$ cat src/include/rf_defs.svh
`ifndef RF_DEFS_SVH
`define RF_DEFS_SVH

// register file geometry
`define RF_XLEN 32
`define RF_NREGS 32
`define RF_AW 5

// writeback queue entries
`define RF_WBQ_DEPTH 8

// word addresses above the gpr window
`define RF_WB_STATUS_ADR 32
`define RF_WB_CTRL_ADR 33

`endif
$ cat src/source/wb_pkg.sv
`include "rf_defs.svh"

package wb_pkg;

    typedef struct packed {
        logic                cyc;
        logic                stb;
        logic                we;
        logic [5:0]          adr;
        logic [`RF_XLEN-1:0] dat;
    } wb_req_t;

    typedef struct packed {
        logic                ack;
        logic [`RF_XLEN-1:0] dat;
    } wb_rsp_t;

    typedef enum logic [1:0] {IDLE, ACK, WAIT_DRAIN} wb_slave_state_e;

    // decoded from adr
    typedef enum logic [1:0] {
        REGION_GPR,
        REGION_STATUS,
        REGION_CTRL
    } wb_region_e;

endpackage

$ cat src/source/rf_pkg.sv
`include "rf_defs.svh"

package rf_pkg;

    // one register file write port
    typedef struct packed {
        logic [`RF_AW-1:0]   addr;
        logic [`RF_XLEN-1:0] data;
        logic                en;
    } rf_wr_t;

    // queued writeback from the host
    typedef struct packed {
        logic [`RF_AW-1:0]   addr;
        logic [`RF_XLEN-1:0] data;
    } rf_wbq_entry_t;

    typedef enum logic [1:0] {
        INIT_WAIT,
        IDLE,
        DRAIN
    } rf_retire_state_e;

endpackage

$ cat src/source/rf_subsys_top.sv
`timescale 1ns/1ps
`include "rf_defs.svh"

module rf_subsys_top (
    input  logic                clk,
    input  logic                rst_n,
    input  wb_pkg::wb_req_t     wb_req_i,
    output wb_pkg::wb_rsp_t     wb_rsp_o,
    input  logic [`RF_AW-1:0]   ra0_i,
    input  logic [`RF_AW-1:0]   ra1_i,
    input  logic [`RF_AW-1:0]   ra2_i,
    output logic [`RF_XLEN-1:0] rd0_o,
    output logic [`RF_XLEN-1:0] rd1_o,
    output logic [`RF_XLEN-1:0] rd2_o
);

    rf_pkg::rf_wbq_entry_t push_data, head0, head1;
    rf_pkg::rf_wr_t        wr0, wr1;
    logic                  push, full, empty, hold, retire_idle;
    logic                  conflict, init_busy;
    logic [1:0]            pop_cnt;
    logic [3:0]            count;
    logic [15:0]           dual_cnt, conflict_cnt;
    logic [`RF_AW-1:0]     wb_rd_addr;
    logic [`RF_XLEN-1:0]   wb_rd_data;

    rf_wb_slave u_slave (
        .clk, .rst_n, .wb_req_i, .wb_rsp_o,
        .push_o (push), .push_data_o (push_data),
        .full_i (full), .empty_i (empty), .retire_idle_i (retire_idle),
        .rd_addr_o (wb_rd_addr), .rd_data_i (wb_rd_data),
        .dual_cnt_i (dual_cnt), .conflict_cnt_i (conflict_cnt), .hold_o (hold)
    );

    rf_wb_queue #(.DEPTH(`RF_WBQ_DEPTH)) u_queue (
        .clk, .rst_n, .push_i (push), .push_data_i (push_data), .pop_cnt_i (pop_cnt),
        .head0_o (head0), .head1_o (head1), .count_o (count),
        .full_o (full), .empty_o (empty)
    );

    rf_retire u_retire (
        .clk, .rst_n, .hold_i (hold), .init_busy_i (init_busy),
        .head0_i (head0), .head1_i (head1), .count_i (count), .conflict_i (conflict),
        .pop_cnt_o (pop_cnt), .wr0_o (wr0), .wr1_o (wr1), .idle_o (retire_idle),
        .dual_cnt_o (dual_cnt), .conflict_cnt_o (conflict_cnt)
    );

    // read port 3 serves wishbone readback
    rf_banked_4r2w #(.WIDTH(`RF_XLEN)) u_rf (
        .clk, .rst_n, .ra0_i, .ra1_i, .ra2_i, .ra3_i (wb_rd_addr),
        .rd0_o, .rd1_o, .rd2_o, .rd3_o (wb_rd_data),
        .wr0_i (wr0), .wr1_i (wr1), .conflict_o (conflict), .init_busy_o (init_busy)
    );

endmodule

$ cat src/source/rf_wb_slave.sv
`timescale 1ns/1ps
`include "rf_defs.svh"

module rf_wb_slave (
    input  logic                  clk,
    input  logic                  rst_n,
    input  wb_pkg::wb_req_t       wb_req_i,
    output wb_pkg::wb_rsp_t       wb_rsp_o,
    output logic                  push_o,
    output rf_pkg::rf_wbq_entry_t push_data_o,
    input  logic                  full_i,
    input  logic                  empty_i,
    input  logic                  retire_idle_i,
    output logic [`RF_AW-1:0]     rd_addr_o,
    input  logic [`RF_XLEN-1:0]   rd_data_i,
    input  logic [15:0]           dual_cnt_i,
    input  logic [15:0]           conflict_cnt_i,
    output logic                  hold_o
);

    wb_pkg::wb_slave_state_e state_q;
    wb_pkg::wb_region_e      region;
    logic                    req_valid;
    logic                    drained;
    logic                    ack_q;
    logic                    push_q;
    logic                    hold_q;
    logic [`RF_XLEN-1:0]     rsp_dat_q;
    rf_pkg::rf_wbq_entry_t   push_data_q;

    assign req_valid = wb_req_i.cyc && wb_req_i.stb;
    assign drained   = empty_i && retire_idle_i;
    assign rd_addr_o = wb_req_i.adr[`RF_AW-1:0];

    // unmapped high addresses fall into the status region and read zero
    always_comb begin
        region = wb_pkg::REGION_STATUS;
        if (wb_req_i.adr < 6'(`RF_NREGS)) begin
            region = wb_pkg::REGION_GPR;
        end else if (wb_req_i.adr == 6'(`RF_WB_CTRL_ADR)) begin
            region = wb_pkg::REGION_CTRL;
        end
    end

    always_ff @(posedge clk) begin
        if (!rst_n) begin
            state_q <= wb_pkg::IDLE;
            ack_q   <= 1'b0;
            push_q  <= 1'b0;
            hold_q  <= 1'b0;
        end else begin
            ack_q  <= 1'b0;
            push_q <= 1'b0;
            case (state_q)
                wb_pkg::IDLE: begin
                    if (req_valid) begin
                        if (region == wb_pkg::REGION_GPR) begin
                            if (wb_req_i.we) begin
                                // retry every cycle while the queue is full
                                if (!full_i) begin
                                    push_q  <= 1'b1;
                                    ack_q   <= 1'b1;
                                    state_q <= wb_pkg::ACK;
                                end
                            end else if (drained) begin
                                ack_q   <= 1'b1;
                                state_q <= wb_pkg::ACK;
                            end else begin
                                state_q <= wb_pkg::WAIT_DRAIN;
                            end
                        end else begin
                            if (region == wb_pkg::REGION_CTRL && wb_req_i.we) begin
                                hold_q <= wb_req_i.dat[0];
                            end
                            ack_q   <= 1'b1;
                            state_q <= wb_pkg::ACK;
                        end
                    end
                end
                wb_pkg::WAIT_DRAIN: begin
                    if (drained) begin
                        ack_q   <= 1'b1;
                        state_q <= wb_pkg::ACK;
                    end
                end
                default: state_q <= wb_pkg::IDLE;
            endcase
        end
    end

    // payload capture, frozen while ack is out
    always_ff @(posedge clk) begin
        if (state_q != wb_pkg::ACK) begin
            push_data_q.addr <= wb_req_i.adr[`RF_AW-1:0];
            push_data_q.data <= wb_req_i.dat;
            case (region)
                wb_pkg::REGION_GPR:  rsp_dat_q <= rd_data_i;
                wb_pkg::REGION_CTRL: rsp_dat_q <= {{(`RF_XLEN-1){1'b0}}, hold_q};
                default: begin
                    rsp_dat_q <= (wb_req_i.adr == 6'(`RF_WB_STATUS_ADR)) ?
                                 {conflict_cnt_i, dual_cnt_i} : '0;
                end
            endcase
        end
    end

    assign push_o       = push_q;
    assign push_data_o  = push_data_q;
    assign hold_o       = hold_q;
    assign wb_rsp_o.ack = ack_q;
    assign wb_rsp_o.dat = rsp_dat_q;

    a_ack_in_cycle: assert property (
        @(posedge clk) disable iff (!rst_n)
        wb_rsp_o.ack |-> (wb_req_i.cyc && wb_req_i.stb)
    );

endmodule

$ cat src/source/rf_retire.sv
`timescale 1ns/1ps

module rf_retire (
    input  logic                  clk,
    input  logic                  rst_n,
    input  logic                  hold_i,
    input  logic                  init_busy_i,
    input  rf_pkg::rf_wbq_entry_t head0_i,
    input  rf_pkg::rf_wbq_entry_t head1_i,
    input  logic [3:0]            count_i,
    input  logic                  conflict_i,
    output logic [1:0]            pop_cnt_o,
    output rf_pkg::rf_wr_t        wr0_o,
    output rf_pkg::rf_wr_t        wr1_o,
    output logic                  idle_o,
    output logic [15:0]           dual_cnt_o,
    output logic [15:0]           conflict_cnt_o
);

    rf_pkg::rf_retire_state_e state_q;
    logic                     active;
    logic                     pair_avail;
    logic                     dual;

    assign active     = (state_q != rf_pkg::INIT_WAIT) && !hold_i && (count_i != 4'd0);
    assign pair_avail = active && (count_i >= 4'd2);
    // same bank pairs go one at a time
    assign dual       = pair_avail && !conflict_i;

    always_ff @(posedge clk) begin
        if (!rst_n) begin
            state_q        <= rf_pkg::INIT_WAIT;
            dual_cnt_o     <= '0;
            conflict_cnt_o <= '0;
        end else begin
            case (state_q)
                rf_pkg::INIT_WAIT: if (!init_busy_i) state_q <= rf_pkg::IDLE;
                rf_pkg::IDLE:      if (active) state_q <= rf_pkg::DRAIN;
                default:           if (!active) state_q <= rf_pkg::IDLE;
            endcase
            if (dual) begin
                dual_cnt_o <= dual_cnt_o + 16'd1;
            end
            if (pair_avail && conflict_i) begin
                conflict_cnt_o <= conflict_cnt_o + 16'd1;
            end
        end
    end

    always_comb begin
        wr0_o.addr = head0_i.addr;
        wr0_o.data = head0_i.data;
        wr0_o.en   = active;
        wr1_o.addr = head1_i.addr;
        wr1_o.data = head1_i.data;
        wr1_o.en   = dual;
        pop_cnt_o  = dual ? 2'd2 : {1'b0, active};
    end

    assign idle_o = state_q == rf_pkg::IDLE;

    // with hold set the queue count never drops
    a_hold_no_pop: assert property (
        @(posedge clk) disable iff (!rst_n)
        hold_i |=> (count_i >= $past(count_i))
    );

endmodule

$ cat src/source/rf_wb_queue.sv
`timescale 1ns/1ps
`include "rf_defs.svh"

module rf_wb_queue #(
    parameter int DEPTH = `RF_WBQ_DEPTH
) (
    input  logic                  clk,
    input  logic                  rst_n,
    input  logic                  push_i,
    input  rf_pkg::rf_wbq_entry_t push_data_i,
    input  logic [1:0]            pop_cnt_i,
    output rf_pkg::rf_wbq_entry_t head0_o,
    output rf_pkg::rf_wbq_entry_t head1_o,
    output logic [3:0]            count_o,
    output logic                  full_o,
    output logic                  empty_o
);

    localparam int PW = $clog2(DEPTH);

    rf_pkg::rf_wbq_entry_t mem [DEPTH];
    logic [PW-1:0]         wr_ptr_q;
    logic [PW-1:0]         rd_ptr_q;
    logic [3:0]            count_q;

    // pointers wrap naturally, depth is a power of two
    always_ff @(posedge clk) begin
        if (!rst_n) begin
            wr_ptr_q <= '0;
            rd_ptr_q <= '0;
            count_q  <= '0;
        end else begin
            if (push_i) begin
                wr_ptr_q <= wr_ptr_q + PW'(1);
            end
            rd_ptr_q <= rd_ptr_q + PW'(pop_cnt_i);
            count_q  <= count_q + {3'b0, push_i} - {2'b0, pop_cnt_i};
        end
    end

    always_ff @(posedge clk) begin
        if (push_i) begin
            mem[wr_ptr_q] <= push_data_i;
        end
    end

    assign head0_o = mem[rd_ptr_q];
    assign head1_o = mem[rd_ptr_q + PW'(1)];
    assign count_o = count_q;
    assign full_o  = count_q == 4'(DEPTH);
    assign empty_o = count_q == 4'd0;

    a_no_push_full: assert property (
        @(posedge clk) disable iff (!rst_n)
        push_i |-> !full_o
    );

    a_no_over_pop: assert property (
        @(posedge clk) disable iff (!rst_n)
        {2'b0, pop_cnt_i} <= count_q
    );

endmodule

$ cat src/source/rf_banked_4r2w.sv
`timescale 1ns/1ps
`include "rf_defs.svh"

module rf_banked_4r2w #(
    parameter int WIDTH = `RF_XLEN
) (
    input  logic               clk,
    input  logic               rst_n,
    input  logic [`RF_AW-1:0]  ra0_i,
    input  logic [`RF_AW-1:0]  ra1_i,
    input  logic [`RF_AW-1:0]  ra2_i,
    input  logic [`RF_AW-1:0]  ra3_i,
    output logic [WIDTH-1:0]   rd0_o,
    output logic [WIDTH-1:0]   rd1_o,
    output logic [WIDTH-1:0]   rd2_o,
    output logic [WIDTH-1:0]   rd3_o,
    input  rf_pkg::rf_wr_t     wr0_i,
    input  rf_pkg::rf_wr_t     wr1_i,
    output logic               conflict_o,
    output logic               init_busy_o
);

    rf_pkg::rf_wr_t   steer [2];
    logic [3:0]       bank_wa [2];
    logic [WIDTH-1:0] bank_wd [2];
    logic             bank_we [2];
    logic [WIDTH-1:0] dout0 [2];
    logic [WIDTH-1:0] dout1 [2];
    logic [WIDTH-1:0] dout2 [2];
    logic [WIDTH-1:0] dout3 [2];
    logic [3:0]       init_cnt_q;
    logic             init_busy_q;

    assign conflict_o = wr0_i.addr[0] == wr1_i.addr[0];
    assign init_busy_o = init_busy_q;

    // clear sweep, one index per cycle in both banks
    always_ff @(posedge clk) begin
        if (!rst_n) begin
            init_cnt_q  <= '0;
            init_busy_q <= 1'b1;
        end else if (init_busy_q) begin
            init_cnt_q <= init_cnt_q + 4'd1;
            if (init_cnt_q == 4'd15) begin
                init_busy_q <= 1'b0;
            end
        end
    end

    // port 0 takes the bank it addresses, port 1 gets the other one
    assign steer[0] = (wr0_i.en && !wr0_i.addr[0]) ? wr0_i : wr1_i;
    assign steer[1] = (wr0_i.en && wr0_i.addr[0]) ? wr0_i : wr1_i;

    for (genvar b = 0; b < 2; b++) begin : g_bank
        assign bank_wa[b] = init_busy_q ? init_cnt_q : steer[b].addr[`RF_AW-1:1];
        assign bank_wd[b] = init_busy_q ? '0 : steer[b].data;
        assign bank_we[b] = init_busy_q || (steer[b].en && (steer[b].addr[0] == 1'(b)));

        rf_bank_ram #(.WIDTH(WIDTH)) u_ram (
            .clk     (clk),
            .addr0_i (ra0_i[`RF_AW-1:1]),
            .addr1_i (ra1_i[`RF_AW-1:1]),
            .addr2_i (ra2_i[`RF_AW-1:1]),
            .addr3_i (ra3_i[`RF_AW-1:1]),
            .dout0_o (dout0[b]),
            .dout1_o (dout1[b]),
            .dout2_o (dout2[b]),
            .dout3_o (dout3[b]),
            .addrw_i (bank_wa[b]),
            .din_i   (bank_wd[b]),
            .we_i    (bank_we[b])
        );
    end

    // odd addresses live in bank 1
    assign rd0_o = ra0_i[0] ? dout0[1] : dout0[0];
    assign rd1_o = ra1_i[0] ? dout1[1] : dout1[0];
    assign rd2_o = ra2_i[0] ? dout2[1] : dout2[0];
    assign rd3_o = ra3_i[0] ? dout3[1] : dout3[0];

    // the retire unit must split same-bank pairs
    a_no_dual_on_conflict: assert property (
        @(posedge clk) disable iff (!rst_n)
        !(wr0_i.en && wr1_i.en && conflict_o)
    );

endmodule

$ cat src/source/rf_bank_ram.sv
`timescale 1ns/1ps
`include "rf_defs.svh"

module rf_bank_ram #(
    parameter int WIDTH = `RF_XLEN
) (
    input  logic             clk,
    input  logic [3:0]       addr0_i,
    input  logic [3:0]       addr1_i,
    input  logic [3:0]       addr2_i,
    input  logic [3:0]       addr3_i,
    output logic [WIDTH-1:0] dout0_o,
    output logic [WIDTH-1:0] dout1_o,
    output logic [WIDTH-1:0] dout2_o,
    output logic [WIDTH-1:0] dout3_o,
    input  logic [3:0]       addrw_i,
    input  logic [WIDTH-1:0] din_i,
    input  logic             we_i
);

    logic [WIDTH-1:0] mem [16];

    // async reads
    assign dout0_o = mem[addr0_i];
    assign dout1_o = mem[addr1_i];
    assign dout2_o = mem[addr2_i];
    assign dout3_o = mem[addr3_i];

    always_ff @(posedge clk) begin
        if (we_i) begin
            mem[addrw_i] <= din_i;
        end
    end

endmodule

$ cat config.mk
export PLATFORM = sky130hd
export DESIGN_NAME = rf_subsys_top
export DESIGN_NICKNAME = d
export VERILOG_FILES = /design/src/source/wb_pkg.sv /design/src/source/rf_pkg.sv /design/src/source/rf_subsys_top.sv /design/src/source/rf_wb_slave.sv /design/src/source/rf_retire.sv /design/src/source/rf_wb_queue.sv /design/src/source/rf_banked_4r2w.sv /design/src/source/rf_bank_ram.sv
export VERILOG_INCLUDE_DIRS = /design/src /design/src/include
export SDC_FILE = /design/constraint.sdc
export NUM_CORES = 2
export LEC_CHECK = 0
export BUFFER_PORTS_ARGS = -buffer_cell sky130_fd_sc_hd__buf_2
export CORE_ASPECT_RATIO = 0.75
export CORE_MARGIN = 1
export CORE_UTILIZATION = 30
export DETAILED_ROUTE_END_ITERATION = 10
export PLACE_DENSITY = 0.47
export SYNTH_ARGS = -nofsm -noshare
export SYNTH_HDL_FRONTEND = slang
export SYNTH_SLANG_ARGS = --single-unit
$ cat constraint.sdc
create_clock -name clk -period 6.9 [get_ports clk]
set_input_delay 0.345 -clock clk [delete_from_list [all_inputs] [get_ports clk]]
set_output_delay 0.345 -clock clk [all_outputs]
set_load 0.01 [all_outputs]
==> summary.md <==
| Metric | Value |
|---|---|
| Final HPWL DP | 176000 µm |
| Syn Inst Count | 3999 |
| Synthesis Warnings | 0 |
| Flop-to-flop setup slack | 1.77 ns |
| Yosys reg bits | 1443 |
| Synth cell types | 56 |
| First-pass GRT wire length | 407000 µm |
| Final hold violation count | 0 |
| Max Cap Violations | 0 |
| Required @ worst endpoint | 7.33 ns |
| Post-synthesis to final-layout area growth | 14.2% |
| Post-CTS Hold Fix Bufs | 37 |
| Most frequent cells in the layout | mux4_2, edfxtp_1, clkbuf_16, buf_2, buf_4 |
| Routed Antenna Nets | 0 |
| IO buf count | 186 |
| Vias in the first global route | 48600 |
| Synthesized cell area | 81700 µm² |
| Most common cell after layout, fill and taps aside | mux4_2 |
| Vias post-DR | 47900 |
| Power Dens Cells | 224 nW/µm² |
| Vias/cell | 6.10 |
| H-tree depth | 4 |
| CP Launch Type | register |
| Hold Path Class | input port to register |
| Largest net degree at the start of global routing | 109 |
| Min Clock Period, post-route | 5.13 ns |
| Worst r2r src | u_queue.rd_ptr_q[1]$_SDFF_PN0_ |
| Final #Nets | 4225 |
| Die Y | 454 µm |
| Crit end category | register |
| Synth Flop Type | edfxtp_1 |
| Leakage | 25.9 nW |
| CTS clk-pin slew, worst paths | 0.06 ns |
| Routability cong. | 0.784 |
| DP Worst Slack | 1.73 ns |
| Drt first pass iters | 5 |
| Reg2Reg Depth | 8 |
| Fraction of layout cells with a size suffix above 1 | 0.524 |
| Post-CTS Setup Bufs | 0 |
| Setup Skew | 0.0700 ns |
| Die width | 604 µm |
| Routed wire length | 293000 µm |
| Root Buffer | clkbuf_16 |
| Clk_lat worst skew | 0.85 ns |
| Die area | 274000 µm² |
| Initial core utilization | 0.302 |
| Resized Gates After CTS | 0 |
| CP Max Fanout | 39 |
| RSZ-0062 raised after global routing | no |
| Max Freq | 195 MHz |
| Seq/Total Area, Yosys | 0.524 |
| IO Pins | 187 |
| Synthesized area per cell | 20.4 µm² |
| Num Clock Sinks | 1443 |
| Non-Filler Instances | 7863 |
| Worst setup path endpoint | u_rf.g_bank[1].u_ram.mem[1][5]$_DFFE_PP_ |
| FP Rows | 165 |
| Syn nets | 4070 |
| Placed Cells incl. Taps | 7542 |
| CTS tree | built |
| Fin util | 0.345 |
| DP Area | 87800 µm² |
| Gr usage total | 0.212 |
| Final WS setup | 1.77 ns |
| Worst-Margin Slew | 1.23 ns |
| Iteration-0 DRC count of the detailed router | 4950 |
| Antenna violations before repair | 7 |
| FILL cells | 25100 |
| Arr. time, crit path | 5.55 ns |
| Maximum clock path buffer count | 4 |
| Final setup viols | 0 |
| DRC viols | 0 |
| Critical path launch point | u_queue.rd_ptr_q[1]$_SDFF_PN0_ |
| Core ar. | 270000 µm² |
| Register area | 42800 µm² |
| Number of synthesized flops with an enable pin | 1389 |
| CP Class | register to register |
| Final period util | 0.743 |
| R2r endpoint | u_rf.g_bank[1].u_ram.mem[1][5]$_DFFE_PP_ |
| Status | finished clean |
| Residual overflow from global routing | 0 |
| Max Slew Vio Count | 0 |
| DR WL/cell | 37.3 µm |
| Max_slew headroom | 0.175 |
| Ys async rst share | 0 |
| Area of the multi-input gates | 37800 µm² |
| CTS Buf Count | 163 |
| Setup_tns | 0 ns |
| Post-route design area | 93300 µm² |
| Maximum VDD drop | 169 µV |
## layer usage
layer / part of all wire / up-vias / GRT usage
met2: 0.48 / 2316 / 0.341
met1: 0.42 / 26700 / 0.294
met3: 0.070 / 403 / 0.0374
met5: 0 / - / 0
met4: 0.035 / 0 / 0.0678
li1: - / 18500 / -
## worst max-delay path, stage by stage (launching register included)
cell and delay (ns):
dfxtp_4 0.78, ha_4 0.67, mux4_2 0.40, mux2i_1 0.37, a311oi_1 0.11, a221oi_2 0.91, inv_1 0.33, nor4_2 0.36
buf_4 0.72
## area by class of cell
type / instances / share of cell area
well taps: 3590 / 0.0482
clock buffers: 188 / 0.0454
inverters: 49 / 0.00197
multi-input cells: 2117 / 0.406
diodes: 3 / 0.0000805
clock inverters: 93 / 0.00928
flip-flops and latches: 1443 / 0.459
repair buffers: 380 / 0.0306
## registers in the layout, summed over array words and instances (netlist names)
| name | count |
|---|---|
| u_slave.ack_q | 1 |
| u_queue.rd_ptr_q | 3 |
| u_slave.state_q | 2 |
| u_queue.count_o | 4 |
| u_queue.mem | 296 |
| u_slave.rsp_dat_q | 32 |
| u_rf.g_bank.u_ram.mem | 1024 |
| u_retire.state_q | 2 |
| u_slave.push_o | 1 |
| u_slave.push_data_o | 37 |
| u_retire.conflict_cnt_o | 16 |
| u_retire.dual_cnt_o | 16 |
| u_rf.init_cnt_q | 4 |
| u_rf.init_busy_o | 1 |
| u_slave.hold_o | 1 |
| u_queue.wr_ptr_q | 3 |
## worst min-delay path by stage
stage	start	endpoint	slack, ns	depth (start not counted)
3_3_place_gp	u_retire.state_q[1]$_SDFFE_PN0P_	u_retire.state_q[0]$_SDFFE_PN0P_	0.46	2
4_1_cts	wb_req_i[32]	u_slave.push_data_o[32]$_DFFE_PP_	0.02	1
6_report	wb_req_i[37]	u_slave.push_o$_SDFF_PN0_	0.08	4
5_1_grt	wb_req_i[32]	u_slave.push_data_o[32]$_DFFE_PP_	0.05	1
3_5_place_dp	u_retire.state_q[1]$_SDFFE_PN0P_	u_retire.state_q[0]$_SDFFE_PN0P_	0.47	2
2_1_floorplan	rst_n	u_rf.init_busy_o$_SDFF_PN1_	0.42	1
## cells by family (layout without fill, tap and decap cells)
kind of cell / after synthesis / count (layout) / share of synthesized area
flops: 1443 / 1443 / 0.524
mux: 1607 / 1607 / 0.417
simple gates: 254 / 254 / 0.0149
xor+xnor: 16 / 16 / 0.00172
fa+ha+maj: 13 / 13 / 0.00218
buf+inv: 439 / 710 / 0.0207
other cells: 0 / 3 / 0
compound gates: 227 / 227 / 0.0196
## synthesized netlist by cell type (14+ instances only)
master | number | share of area
a211oi_1 | 67 | 0.0062
a21oi_1 | 30 | 0.0018
a22oi_1 | 33 | 0.0030
buf_1 | 94 | 0.0043
buf_2 | 20 | 0.0012
clkbuf_1 | 272 | 0.013
dfxtp_1 | 54 | 0.013
edfxtp_1 | 1389 | 0.51
inv_1 | 49 | 0.0023
mux2_2 | 130 | 0.018
mux2i_1 | 54 | 0.0066
mux4_2 | 1423 | 0.39
nand2_1 | 32 | 0.0015
nand3_1 | 25 | 0.0015
nor2_1 | 107 | 0.0049
nor3_1 | 18 | 0.0011
o21ai_0 | 14 | 0.00086
o22ai_1 | 31 | 0.0024
## stage by stage
step	hold slack (ns)	power (mW)
floorplan	0.421	11.5
global placement	0.459	12.4
detailed placement	0.473	12.4
CTS	0.0244	21.1
global route	0.0493	21.5
finish	0.0783	20.9
## report_power, final
group | total [mW] | switching (mW) | internal (mW)
registers | 9.92 | 0.173 | 9.74
logic | 2.31 | 1.27 | 1.04
clock network | 8.68 | 3.73 | 4.95
No activity file was read; power rests on OpenSTA's default activity.
